## src/rtl/nocRouter_settings.svh

```systemverilog
`ifndef NOC_ROUTER_SETTINGS_SVH
`define NOC_ROUTER_SETTINGS_SVH

// ~~~~~~~~~~~~~~~~~~~~~~~~~~~~~~~~~~~~~~~~
// router port sizing
// ~~~~~~~~~~~~~~~~~~~~~~~~~~~~~~~~~~~~~~~~

`define NOC_PORTS       5   // L, N, E, W, S.
`define NOC_FLIT_W      16
`define NOC_TYPE_W      3   // top bits of a flit.
`define NOC_LEN_W       12  // low bits of a header.
`define NOC_QUEUE_DEPTH 4   // power of two.

`endif

```

## src/rtl/nocRouterPkg.sv

```systemverilog
`include "nocRouter_settings.svh"

package nocRouterPkg;

  // ~~~~~~~~~~~~~~~~~~~~~~~~~~~~~~~~~~~~~~~~
  // flit format
  // ~~~~~~~~~~~~~~~~~~~~~~~~~~~~~~~~~~~~~~~~

  // type field, one-hot per kind.
  typedef enum logic [`NOC_TYPE_W-1:0] {flitHeader = 3'b001, flitBody = 3'b010, flitTail = 3'b100} flitKindT;

  // ~~~~~~~~~~~~~~~~~~~~~~~~~~~~~~~~~~~~~~~~
  // arbiter state
  // ~~~~~~~~~~~~~~~~~~~~~~~~~~~~~~~~~~~~~~~~

  // Bit 0 is idle, bits 1..5 grant L, N, E, W, S.
  typedef logic [`NOC_PORTS:0] arbStateT;

endpackage

```

## src/rtl/flitInput.sv

```systemverilog
`timescale 1ns/1ps
`include "nocRouter_settings.svh"

module flitInput (
  input  logic                       clk,
  input  logic                       rst,
  input  logic [`NOC_FLIT_W-1:0]     inFlit,
  input  logic                       inValid,
  input  logic                       grant,
  output logic                       inFull,
  output logic                       req,
  output logic                       sent,
  output logic [`NOC_FLIT_W-1:0]     headFlit,
  output nocRouterPkg::flitKindT     headKind,
  output logic [`NOC_LEN_W-1:0]      headLength
);
  import nocRouterPkg::*;

  localparam int PtrW = $clog2(`NOC_QUEUE_DEPTH);
  localparam logic [PtrW:0] Depth = `NOC_QUEUE_DEPTH;

  logic [`NOC_FLIT_W-1:0] mem [`NOC_QUEUE_DEPTH];
  logic [PtrW-1:0]        wrPtr;
  logic [PtrW-1:0]        rdPtr;
  logic [PtrW:0]          count;
  logic                   push;
  logic                   pop;

  assign inFull = (count == Depth);
  assign req    = (count != '0);
  assign push   = inValid && !inFull; // strobe while full is dropped.
  assign pop    = grant && req;
  assign sent   = pop;

  // ~~~~~~~~~~~~~~~~~~~~~~~~~~~~~~~~~~~~~~~~
  // storage and pointers
  // ~~~~~~~~~~~~~~~~~~~~~~~~~~~~~~~~~~~~~~~~

  always_ff @(posedge clk)
  begin
    if (push)
    begin
      mem[wrPtr] <= inFlit;
    end
  end

  always_ff @(posedge clk)
  begin
    if (rst)
    begin
      wrPtr <= '0;
      rdPtr <= '0;
      count <= '0;
    end
    else
    begin
      if (push)
      begin
        wrPtr <= wrPtr + 1'b1; // wraps at depth.
      end
      if (pop)
      begin
        rdPtr <= rdPtr + 1'b1;
      end
      case ({push, pop})
        2'b10:   count <= count + 1'b1;
        2'b01:   count <= count - 1'b1;
        default: count <= count;
      endcase
    end
  end

  // head decode for the tenure timer.
  assign headFlit   = mem[rdPtr];
  assign headKind   = flitKindT'(headFlit[`NOC_FLIT_W-1 -: `NOC_TYPE_W]);
  assign headLength = headFlit[`NOC_LEN_W-1:0];

endmodule

```

## src/rtl/tenureTimer.sv

```systemverilog
`timescale 1ns/1ps
`include "nocRouter_settings.svh"

module tenureTimer (
  input  logic                   clk,
  input  logic                   rst,
  input  nocRouterPkg::flitKindT headKind,
  input  logic [`NOC_LEN_W-1:0]  headLength,
  input  logic                   run,
  output logic                   timesUp
);
  import nocRouterPkg::*;

  logic [`NOC_LEN_W-1:0] tenureLen;
  logic [`NOC_LEN_W-1:0] count;

  always_ff @(posedge clk)
  begin
    if (rst)
    begin
      tenureLen <= '0;
      count     <= '0;
    end
    else
    begin
      if (headKind == flitHeader)
      begin
        tenureLen <= headLength; // latest header wins.
      end
      if (run)
      begin
        count <= count + 1'b1;
      end
      else
      begin
        count <= '0;
      end
    end
  end

  assign timesUp = (count == tenureLen);

endmodule

```

## src/rtl/portArbiter.sv

```systemverilog
`timescale 1ns/1ps
`include "nocRouter_settings.svh"

module portArbiter (
  input  logic                                   clk,
  input  logic                                   rst,
  input  logic [`NOC_PORTS-1:0]                  req,
  input  nocRouterPkg::flitKindT [`NOC_PORTS-1:0] headKind,
  input  logic [`NOC_PORTS-1:0][`NOC_LEN_W-1:0]  headLength,
  output logic [`NOC_PORTS-1:0]                  grant
);
  import nocRouterPkg::*;

  localparam arbStateT IdleState = arbStateT'(1);

  arbStateT              state;
  arbStateT              nextState;
  logic [`NOC_PORTS-1:0] run;
  logic [`NOC_PORTS-1:0] timesUp;

  // one-hot state that grants port p.
  function automatic arbStateT portState(input int p);
    return arbStateT'(1 << (p + 1));
  endfunction

  // ~~~~~~~~~~~~~~~~~~~~~~~~~~~~~~~~~~~~~~~~
  // tenure timers
  // ~~~~~~~~~~~~~~~~~~~~~~~~~~~~~~~~~~~~~~~~

  for (genvar p = 0; p < `NOC_PORTS; p++)
  begin : genTimer
    tenureTimer u_timer (
      .clk        (clk),
      .rst        (rst),
      .headKind   (headKind[p]),
      .headLength (headLength[p]),
      .run        (run[p]),
      .timesUp    (timesUp[p])
    );
  end

  // ~~~~~~~~~~~~~~~~~~~~~~~~~~~~~~~~~~~~~~~~
  // state register and next state
  // ~~~~~~~~~~~~~~~~~~~~~~~~~~~~~~~~~~~~~~~~

  always_ff @(posedge clk)
  begin
    if (rst)
    begin
      state <= IdleState;
    end
    else
    begin
      state <= nextState;
    end
  end

  always_comb
  begin
    nextState = IdleState; // also the way out of an illegal state.
    run       = '0;
    if (state == IdleState)
    begin
      // fixed order L, N, E, W, S. Last hit in a descending scan wins.
      for (int i = `NOC_PORTS - 1; i >= 0; i--)
      begin
        if (req[i])
        begin
          nextState = portState(i);
        end
      end
    end
    else
    begin
      for (int o = 0; o < `NOC_PORTS; o++)
      begin
        if (state == portState(o))
        begin
          if (req[o] && !timesUp[o])
          begin
            run[o]    = 1'b1; // owner keeps the output.
            nextState = state;
          end
          else
          begin
            // rotate over the other ports, nearest after the owner first.
            for (int k = `NOC_PORTS - 1; k >= 1; k--)
            begin
              if (req[(o + k) % `NOC_PORTS])
              begin
                nextState = portState((o + k) % `NOC_PORTS);
              end
            end
          end
        end
      end
    end
  end

  assign grant = state[`NOC_PORTS:1];

endmodule

```

## src/rtl/outputSwitch.sv

```systemverilog
`timescale 1ns/1ps
`include "nocRouter_settings.svh"

module outputSwitch (
  input  logic                                   clk,
  input  logic                                   rst,
  input  logic [`NOC_PORTS-1:0]                  sent,
  input  logic [`NOC_PORTS-1:0][`NOC_FLIT_W-1:0] headFlit,
  output logic [`NOC_FLIT_W-1:0]                 outFlit,
  output logic                                   outValid,
  output logic [`NOC_PORTS-1:0]                  outPort
);

  logic [`NOC_FLIT_W-1:0] selFlit;

  // and-or mux, sent is one-hot or zero.
  always_comb
  begin
    selFlit = '0;
    for (int p = 0; p < `NOC_PORTS; p++)
    begin
      selFlit = selFlit | ({`NOC_FLIT_W{sent[p]}} & headFlit[p]);
    end
  end

  always_ff @(posedge clk)
  begin
    if (rst)
    begin
      outValid <= 1'b0;
    end
    else
    begin
      outValid <= |sent;
    end
  end

  always_ff @(posedge clk)
  begin
    outFlit <= selFlit;
    outPort <= sent; // source tag.
  end

endmodule

```

## src/rtl/nocRouterPort.sv

```systemverilog
`timescale 1ns/1ps
`include "nocRouter_settings.svh"

module nocRouterPort (
  input  logic                                   clk,
  input  logic                                   rst,
  input  logic [`NOC_PORTS-1:0][`NOC_FLIT_W-1:0] inFlit,
  input  logic [`NOC_PORTS-1:0]                  inValid,
  output logic [`NOC_PORTS-1:0]                  inFull,
  output logic [`NOC_FLIT_W-1:0]                 outFlit,
  output logic                                   outValid,
  output logic [`NOC_PORTS-1:0]                  outPort
);
  import nocRouterPkg::*;

  logic     [`NOC_PORTS-1:0]                  req;
  logic     [`NOC_PORTS-1:0]                  grant;
  logic     [`NOC_PORTS-1:0]                  sent;
  logic     [`NOC_PORTS-1:0][`NOC_FLIT_W-1:0] headFlit;
  flitKindT [`NOC_PORTS-1:0]                  headKind;
  logic     [`NOC_PORTS-1:0][`NOC_LEN_W-1:0]  headLength;

  // ~~~~~~~~~~~~~~~~~~~~~~~~~~~~~~~~~~~~~~~~
  // input queues, index 0 is Local
  // ~~~~~~~~~~~~~~~~~~~~~~~~~~~~~~~~~~~~~~~~

  for (genvar p = 0; p < `NOC_PORTS; p++)
  begin : genInput
    flitInput u_flitInput (
      .clk        (clk),
      .rst        (rst),
      .inFlit     (inFlit[p]),
      .inValid    (inValid[p]),
      .grant      (grant[p]),
      .inFull     (inFull[p]),
      .req        (req[p]),
      .sent       (sent[p]),
      .headFlit   (headFlit[p]),
      .headKind   (headKind[p]),
      .headLength (headLength[p])
    );
  end

  // ~~~~~~~~~~~~~~~~~~~~~~~~~~~~~~~~~~~~~~~~
  // arbitration and output
  // ~~~~~~~~~~~~~~~~~~~~~~~~~~~~~~~~~~~~~~~~

  portArbiter u_portArbiter (
    .clk        (clk),
    .rst        (rst),
    .req        (req),
    .headKind   (headKind),
    .headLength (headLength),
    .grant      (grant)
  );

  outputSwitch u_outputSwitch (
    .clk      (clk),
    .rst      (rst),
    .sent     (sent),
    .headFlit (headFlit),
    .outFlit  (outFlit),
    .outValid (outValid),
    .outPort  (outPort)
  );

endmodule

```

## config.mk

```make
export PLATFORM = sky130hd
export DESIGN_NAME = nocRouterPort
export DESIGN_NICKNAME = d
export VERILOG_FILES = /design/src/rtl/nocRouterPkg.sv /design/src/rtl/flitInput.sv /design/src/rtl/tenureTimer.sv /design/src/rtl/portArbiter.sv /design/src/rtl/outputSwitch.sv /design/src/rtl/nocRouterPort.sv
export VERILOG_INCLUDE_DIRS = /design/src /design/src/rtl
export SDC_FILE = /design/constraint.sdc
export NUM_CORES = 1
export LEC_CHECK = 0
export ABC_AREA = 1
export BUFFER_PORTS_ARGS = -buffer_cell sky130_fd_sc_hd__buf_2
export CAP_MARGIN = 20
export CORE_ASPECT_RATIO = 1.4
export CORE_MARGIN = 4
export CORE_UTILIZATION = 30
export CTS_BUF_LIST = sky130_fd_sc_hd__clkbuf_8 sky130_fd_sc_hd__clkbuf_16
export DETAILED_ROUTE_END_ITERATION = 7
export GPL_TIMING_DRIVEN = 0
export MAX_ROUTING_LAYER = met4
export PLACE_DENSITY = 0.5
export SETUP_SLACK_MARGIN = 0.1
export SYNTH_ARGS = -nofsm -noshare
export SYNTH_HDL_FRONTEND = slang
export SYNTH_SLANG_ARGS = --single-unit
```

## constraint.sdc

```tcl
create_clock -name clk -period 4.59 [get_ports clk]
set_input_delay 0.6885 -clock clk [delete_from_list [all_inputs] [get_ports clk]]
set_output_delay 0.6885 -clock clk [all_outputs]
set_load 0.01 [all_outputs]
```

After elaboration in Yosys (flattened, before gate mapping)
Memories as Yosys holds them, arrays and structs flattened. A register that Yosys moved wholly into a read port is not among the register bits.
Index checks and enable logic that the tools add are counted.
W data, S select, Z words.
Word-level totals
  bits in registers: 183
  bits in latches: 0
  memory bits (writable): 320
  memory bits (read-only): 0
  output and inout port bits: 27
  word-level logic and storage cells: 215
  memories: 5
Memory list
  genInput[0].u_flitInput.mem: words 4, width 16, read ports 1, clocked after Yosys merged registers in 1, wr ports 1, line flitInput.sv:22  | logic [`NOC_FLIT_W-1:0] mem [`NOC_QUEUE_DEPTH];
  genInput[1].u_flitInput.mem: words 4, width 16, read ports 1, clocked after Yosys merged registers in 1, wr ports 1, line flitInput.sv:22
  genInput[2].u_flitInput.mem: words 4, width 16, read ports 1, clocked after Yosys merged registers in 1, wr ports 1, line flitInput.sv:22
  genInput[3].u_flitInput.mem: words 4, width 16, read ports 1, clocked after Yosys merged registers in 1, wr ports 1, line flitInput.sv:22
  genInput[4].u_flitInput.mem: words 4, width 16, read ports 1, clocked after Yosys merged registers in 1, wr ports 1, line flitInput.sv:22
Operators by class
  add/subtract/negate cells: 25
  multipliers: 0
  div/mod/pow operators: 0
  magnitude comparators: 0
  equal/unequal tests: 32
  shift-type cells: 0
  mux-type cells: 69
  bitwise logic cells: 14
  reduce and logical (&&, ||, !) cells: 41
Operators with widths (number)
  $mux W6: 33
  $and A16 B16 Y16: 5
  $or A16 B16 Y16: 4
  $add A12 B1 Y12 const B: 5
  $eq A12 B12 Y1: 5
  $pmux W3 S2: 5
  $add A2 B1 Y2 const B: 10
  $mux W1: 20
  $mux W2: 10
  $add A3 B1 Y3 const B: 5
  $eq A3 B1 Y1 const B: 5
  $eq A3 B3 Y1 const B: 5
  $logic_and A1 B1 Y1: 15
  $reduce_bool A3 Y1: 5
  $sub A3 B1 Y3 const B: 5
  $eq A2 B1 Y1 const B: 5
  $eq A2 B2 Y1 const B: 5
  $logic_not A1 Y1: 10
  $reduce_bool A2 Y1: 5
  $reduce_or A2 Y1: 5
  $eq A6 B1 Y1 const B: 1
  $eq A6 B2 Y1 const B: 1
  $eq A6 B3 Y1 const B: 1
  $eq A6 B4 Y1 const B: 1
  other kinds (6): 10

Logic depth before layout (Yosys ltp)
  depth after elaboration: 33
  depth in mapped cells: 16
  mapped depth without buffers: 16

By module
A second synthesis with hierarchy kept.
Second synthesis, totals
  cells, all modules: 2396
  area total of the unflattened synthesis: 22723.0 µm²
Modules (own cells, without submodules)
  flitInput: times used 5, cells each 238, area an instance 2957.8 µm², sequential area each 2102.0 µm²
  tenureTimer at u_portArbiter.genTimer[0].u_timer ...: times used 4, cells each 174, area an instance 1164.9 µm², sequential area each 480.5 µm²
  outputSwitch: times used 1, cells each 183, area an instance 1198.6 µm², sequential area each 440.4 µm²
  tenureTimer at u_portArbiter.genTimer[4].u_timer: times used 1, cells each 162, area an instance 1141.1 µm², sequential area each 480.5 µm²
  portArbiter: times used 1, cells each 165, area an instance 934.6 µm², sequential area each 120.1 µm²

Least setup slack after synthesis
No wires, ideal clock.
  path type: flip-flop to flip-flop
  from: register genInput[4].u_flitInput.count[0]
  to: register genInput[4].u_flitInput.count[2]
  setup time: 0.122 ns
  arrival time: 2.188 ns
  data required time: 4.468 ns
  path slack: 2.280 ns
  cell stages (with the launch flop): 14
  path buffers: 2
  clock period less this slack: 2.310 ns
  cells stage by stage: dfxtp_1 -> inv_1 -> nand3_1 -> inv_1 -> nor2_1 -> buf_2 -> buf_2 -> ha_1 -> inv_1 -> fa_1 -> a21oi_1 -> o21ai_0 -> o21ai_0 -> a21oi_1
RTL lines
  from (decl): line flitInput.sv:25  | logic [PtrW:0] count;
  from (signal assigned): line flitInput.sv:66  | 2'b10: count <= count + 1'b1;
  from (signal assigned): line flitInput.sv:67  | 2'b01: count <= count - 1'b1;
  from (signal assigned): line flitInput.sv:68  | default: count <= count;
  $reduce_bool A3 Y1 *: line flitInput.sv:30  | assign req = (count != '0);
  $logic_and A1 B1 Y1 *: line flitInput.sv:32  | assign pop = grant && req;
  net genInput[4].u_flitInput.sent: line flitInput.sv:12  | output logic sent,
  $eq A2 B1 Y1 / $eq A2 B2 Y1 (equally long branches): line flitInput.sv:65  | case ({push, pop})
  $pmux W3 S2 / $reduce_bool A2 Y1 (equally long branches)
The timed path passes the listed nets; every way through them passes the cells marked *.
A chain may end at the register's enable or synchronous reset.

Final worst setup path
  from: register genInput[0].u_flitInput.count[1]
  to: register genInput[0].u_flitInput.count[2]
RTL lines (line)
  from (decl): flitInput.sv:25
  from (signal assigned): flitInput.sv:66
  from (signal assigned): flitInput.sv:67
  from (signal assigned): flitInput.sv:68
  $reduce_bool A3 Y1 *: flitInput.sv:30
  $logic_and A1 B1 Y1 *: flitInput.sv:32
  net genInput[0].u_flitInput.sent: flitInput.sv:12
  $eq A2 B1 Y1 / $eq A2 B2 Y1 (equally long branches): flitInput.sv:65
  $pmux W3 S2 / $reduce_bool A2 Y1 (equally long branches)
Marks and branches as above.

==> flow_summary_export.csv <==
group,metric,value,unit
synth,syn_nets,2119,
synth,synth_area_per_cell,10.6,um^2
power_and_ir_drop,power_density,462,nW/um^2
synth,synth_top_family_by_area,"compound AO/OA/AOI/OAI gates",
floorplan,die_area,74800,um^2
clocking,cts_root_buf,"clkbuf_16",
synth,synthTopCellsByArea,"edfxtp_1 46%, dfxtp_1 18%, o21ai_0 5.4%",
clocking,clk_path_buf_depth,3,
synth,yosys_most_used_dff,"edfxtp_1",
placement,port-buffer-count,113,
sta,relSlewSlack,36.2,%
synth,synthArstFlopShare,0,%
detailed_routing,drtPass1Iterations,5,
setup_path,path_max_fanout,11,
clocking,holdBufCountCts,0,
synth,ys_warn_count,0,
setup_path,r2r_slack,1.56,ns
floorplan,fp.dieH,322,um
synth,synth_seq_cells,513,
power_and_ir_drop,irDropWorstVdd,304,uV
sta,rsz0062_at_grt,"no",
sta,drv_slew,0,
synth,muxShareOfSynthArea,0,%
placement,post-place-ws,1.61,ns
floorplan,row_count,114,
grt,grt_pass1_vias,14891,
synth,synth-compound-area-share,13.2,%
detailed_routing,viasPerCell,4.78,
cells_and_area,stdcell_count,3155,
sta,post-route-min-period,3.03,ns
grt,grt_pass1_wl,89200,um
setup_path,cp_num_buf_inv,4,
detailed_routing,dr.first_iter.drc_count,1033,
cells_and_area,drive_gt1_share,14.0,%
floorplan,ios,114,
flow_run,drv_cap,0,
sta,tightestPinTransition,0.956,ns
synth,synth_cells,1997,
detailed_routing,wire_per_inst,18.9,um
cells_and_area,syn2layout_area_growth,18.4,%
sta,setup_ws,1.56,ns
setup_path,required,5.07,ns
clocking,clk_pin_slew,0.06,ns
clocking,cts_buffers,52,
sta,finalSetupViolCount,0,
sta,setup_tns,0,ns
setup_path,critPathLaunchType,"flop",
cells_and_area,fin_nets,2306,
clocking,cts_tree,"yes",
placement,dp.cells,3058,
setup_path,crit_family,"buffers and inverters",
floorplan,initial_utilization,30.4,%
synth,yosysSeqAreaShare,63.8,%
setup_path,critPathMostFrequentCell,"inv_1",
setup_path,cp-end-kind,"flop",
placement,place_hpwl,44200,um
synth,synth_xor_area_share,2.32,%
grt,grt_overflow_total,0,
grt,track_usage,16.0,%
floorplan,core,69500,um^2
setup_path,rr_startpoint,"genInput[0].u_flitInput.count[1]",
detailed_routing,wl,59700,um
synth,yosys.area.top_type,"edfxtp_1",
setup_path,critical-path-max-stage-delay,0.64,ns
power_and_ir_drop,p_leak,9.03,nW
grt,grt_max_degree,16,
hold_path,min_from,"inFlit[75]",
cells_and_area,diodes,0,
sta,period_share,66.0,%
sta,fmax,330,MHz
clocking,htree_levels,2,
setup_path,critPathSlowestCell,"clkbuf_1",
synth,synth_commonest_cells,"320 x edfxtp_1, 251 x nor2_1, 228 x o21ai_0",
sta,fin_skew,0.0247,ns
synth,synthSimpleGateAreaFrac,12.9,%
detailed_routing,vias,15071,
setup_path,crit_chain,"inv_1 -> nand3_1 -> inv_1 -> nor2_1 -> clkbuf_1 -> ha_1 -> inv_1 -> fa_1 -> a21oi_1 -> o21ai_0 -> o21ai_0 -> a21oi_1",
hold_path,hold_path.class,"input pin to flop",
clocking,clk_latency,0.60,ns
detailed_routing,drc,0,
synth,synth.cell_area,21100,um^2
placement,routabilityCongestion,0.891,
synth,yosysTopAreaCellShare,45.5,%
setup_path,arrival,3.51,ns
clocking,clock-sinks,513,
setup_path,crit_start,"genInput[0].u_flitInput.count[1]",
synth,yosysMostFrequentCell,"edfxtp_1",
sta,hold_violations,0,
synth,synth.distinct_cells,52,
grt,antenna_found_initial,1,
synth,synth_edf_count,320,
status,status,"complete, no violations",
synth,synth_fa_ha_area_share,2.25,%
clocking,postCtsSetupBuffers,0,
setup_path,critPathKind,"flop to flop",
floorplan,die_width,232,um
clocking,cts_resized,0,
detailed_routing,antenna_left,0,
report_power, final:
| part | internal, mW | switching [mW] |
|---|---|---|
| sequential | 5.22 | 0.168 |
| clock | 2.64 | 1.80 |
| combinational | 0.511 | 1.22 |
| total | 8.37 | 3.19 |
worst paths after layout:
kind | to | depth (start not counted)
worst max-delay path | genInput[0].u_flitInput.count[2] | 12
worst min-delay path | genInput[4].u_flitInput.mem[3][11] | 1
worst max register to register | genInput[0].u_flitInput.count[2] | 12
worst min register to register | u_portArbiter.genTimer[0].u_timer.tenureLen[1] | 2
cell type report:
cell class / instances / area (um^2)
clock buffer: 58 / 1410
timing repair buffer: 133 / 871
tap: 928 / 1160
clock inverter: 39 / 394
sequential: 513 / 13500
buffer: 80 / 382
multi-input combinational: 1197 / 6530
fill: 6937 / 44500
inverter: 207 / 782
cells by family after synthesis:
kind of cell / count (synthesis)
adders and majority gates: 35
xor gates and xnor gates: 56
and+or+nand+nor: 605
DFF: 513
buffers and inverters: 287
AOI/OAI and AO/OA: 501
state kept, by name, summed over array words and instances, names as in the netlist, named ones only:
signal / flops
u_portArbiter.state: 6
u_outputSwitch.outValid: 1
u_outputSwitch.outFlit: 16
u_outputSwitch.outPort: 5
u_portArbiter.genTimer.u_timer.tenureLen: 60
u_portArbiter.genTimer.u_timer.count: 60
genInput.u_flitInput.mem: 320
genInput.u_flitInput.rdPtr: 10
genInput.u_flitInput.wrPtr: 10
genInput.u_flitInput.count: 15
per-stage QoR:
stage | hold slack, ns | utilization [%] | cell area [um^2] | total power [mW]
final | 0.300 | 36.0 | 25000 | 11.6
after global routing | 0.270 | 36.0 | 25000 | 12.0
after CTS | 0.253 | 36.0 | 25000 | 11.7
after detailed placement | 0.452 | 33.4 | 23200 | 7.23
after global placement | 0.448 | 32.9 | 22800 | 7.17
after floorplan | 0.436 | - | 21100 | 6.44
placed cells by master, fill, tap and decap left out, types with 54 or more instances in the layout:
cell type and count:
nand2_1 218, a21oi_1 147, dfxtp_1 193, inv_1 204, o21ai_0 228, nor2_1 231
o22ai_1 64, buf_2 141, edfxtp_1 320, clkbuf_16 54
layer usage:
metal  vias to the layer above  track usage [%]  share of wire, %
li1                       7319                -                 -
met4                         0             5.74               3.6
met1                      7295             19.3                42
met2                       352             27.1                50
met5                         -                -                 0
met3                       105             2.82               4.8
(Power assumes the default switching activity.)
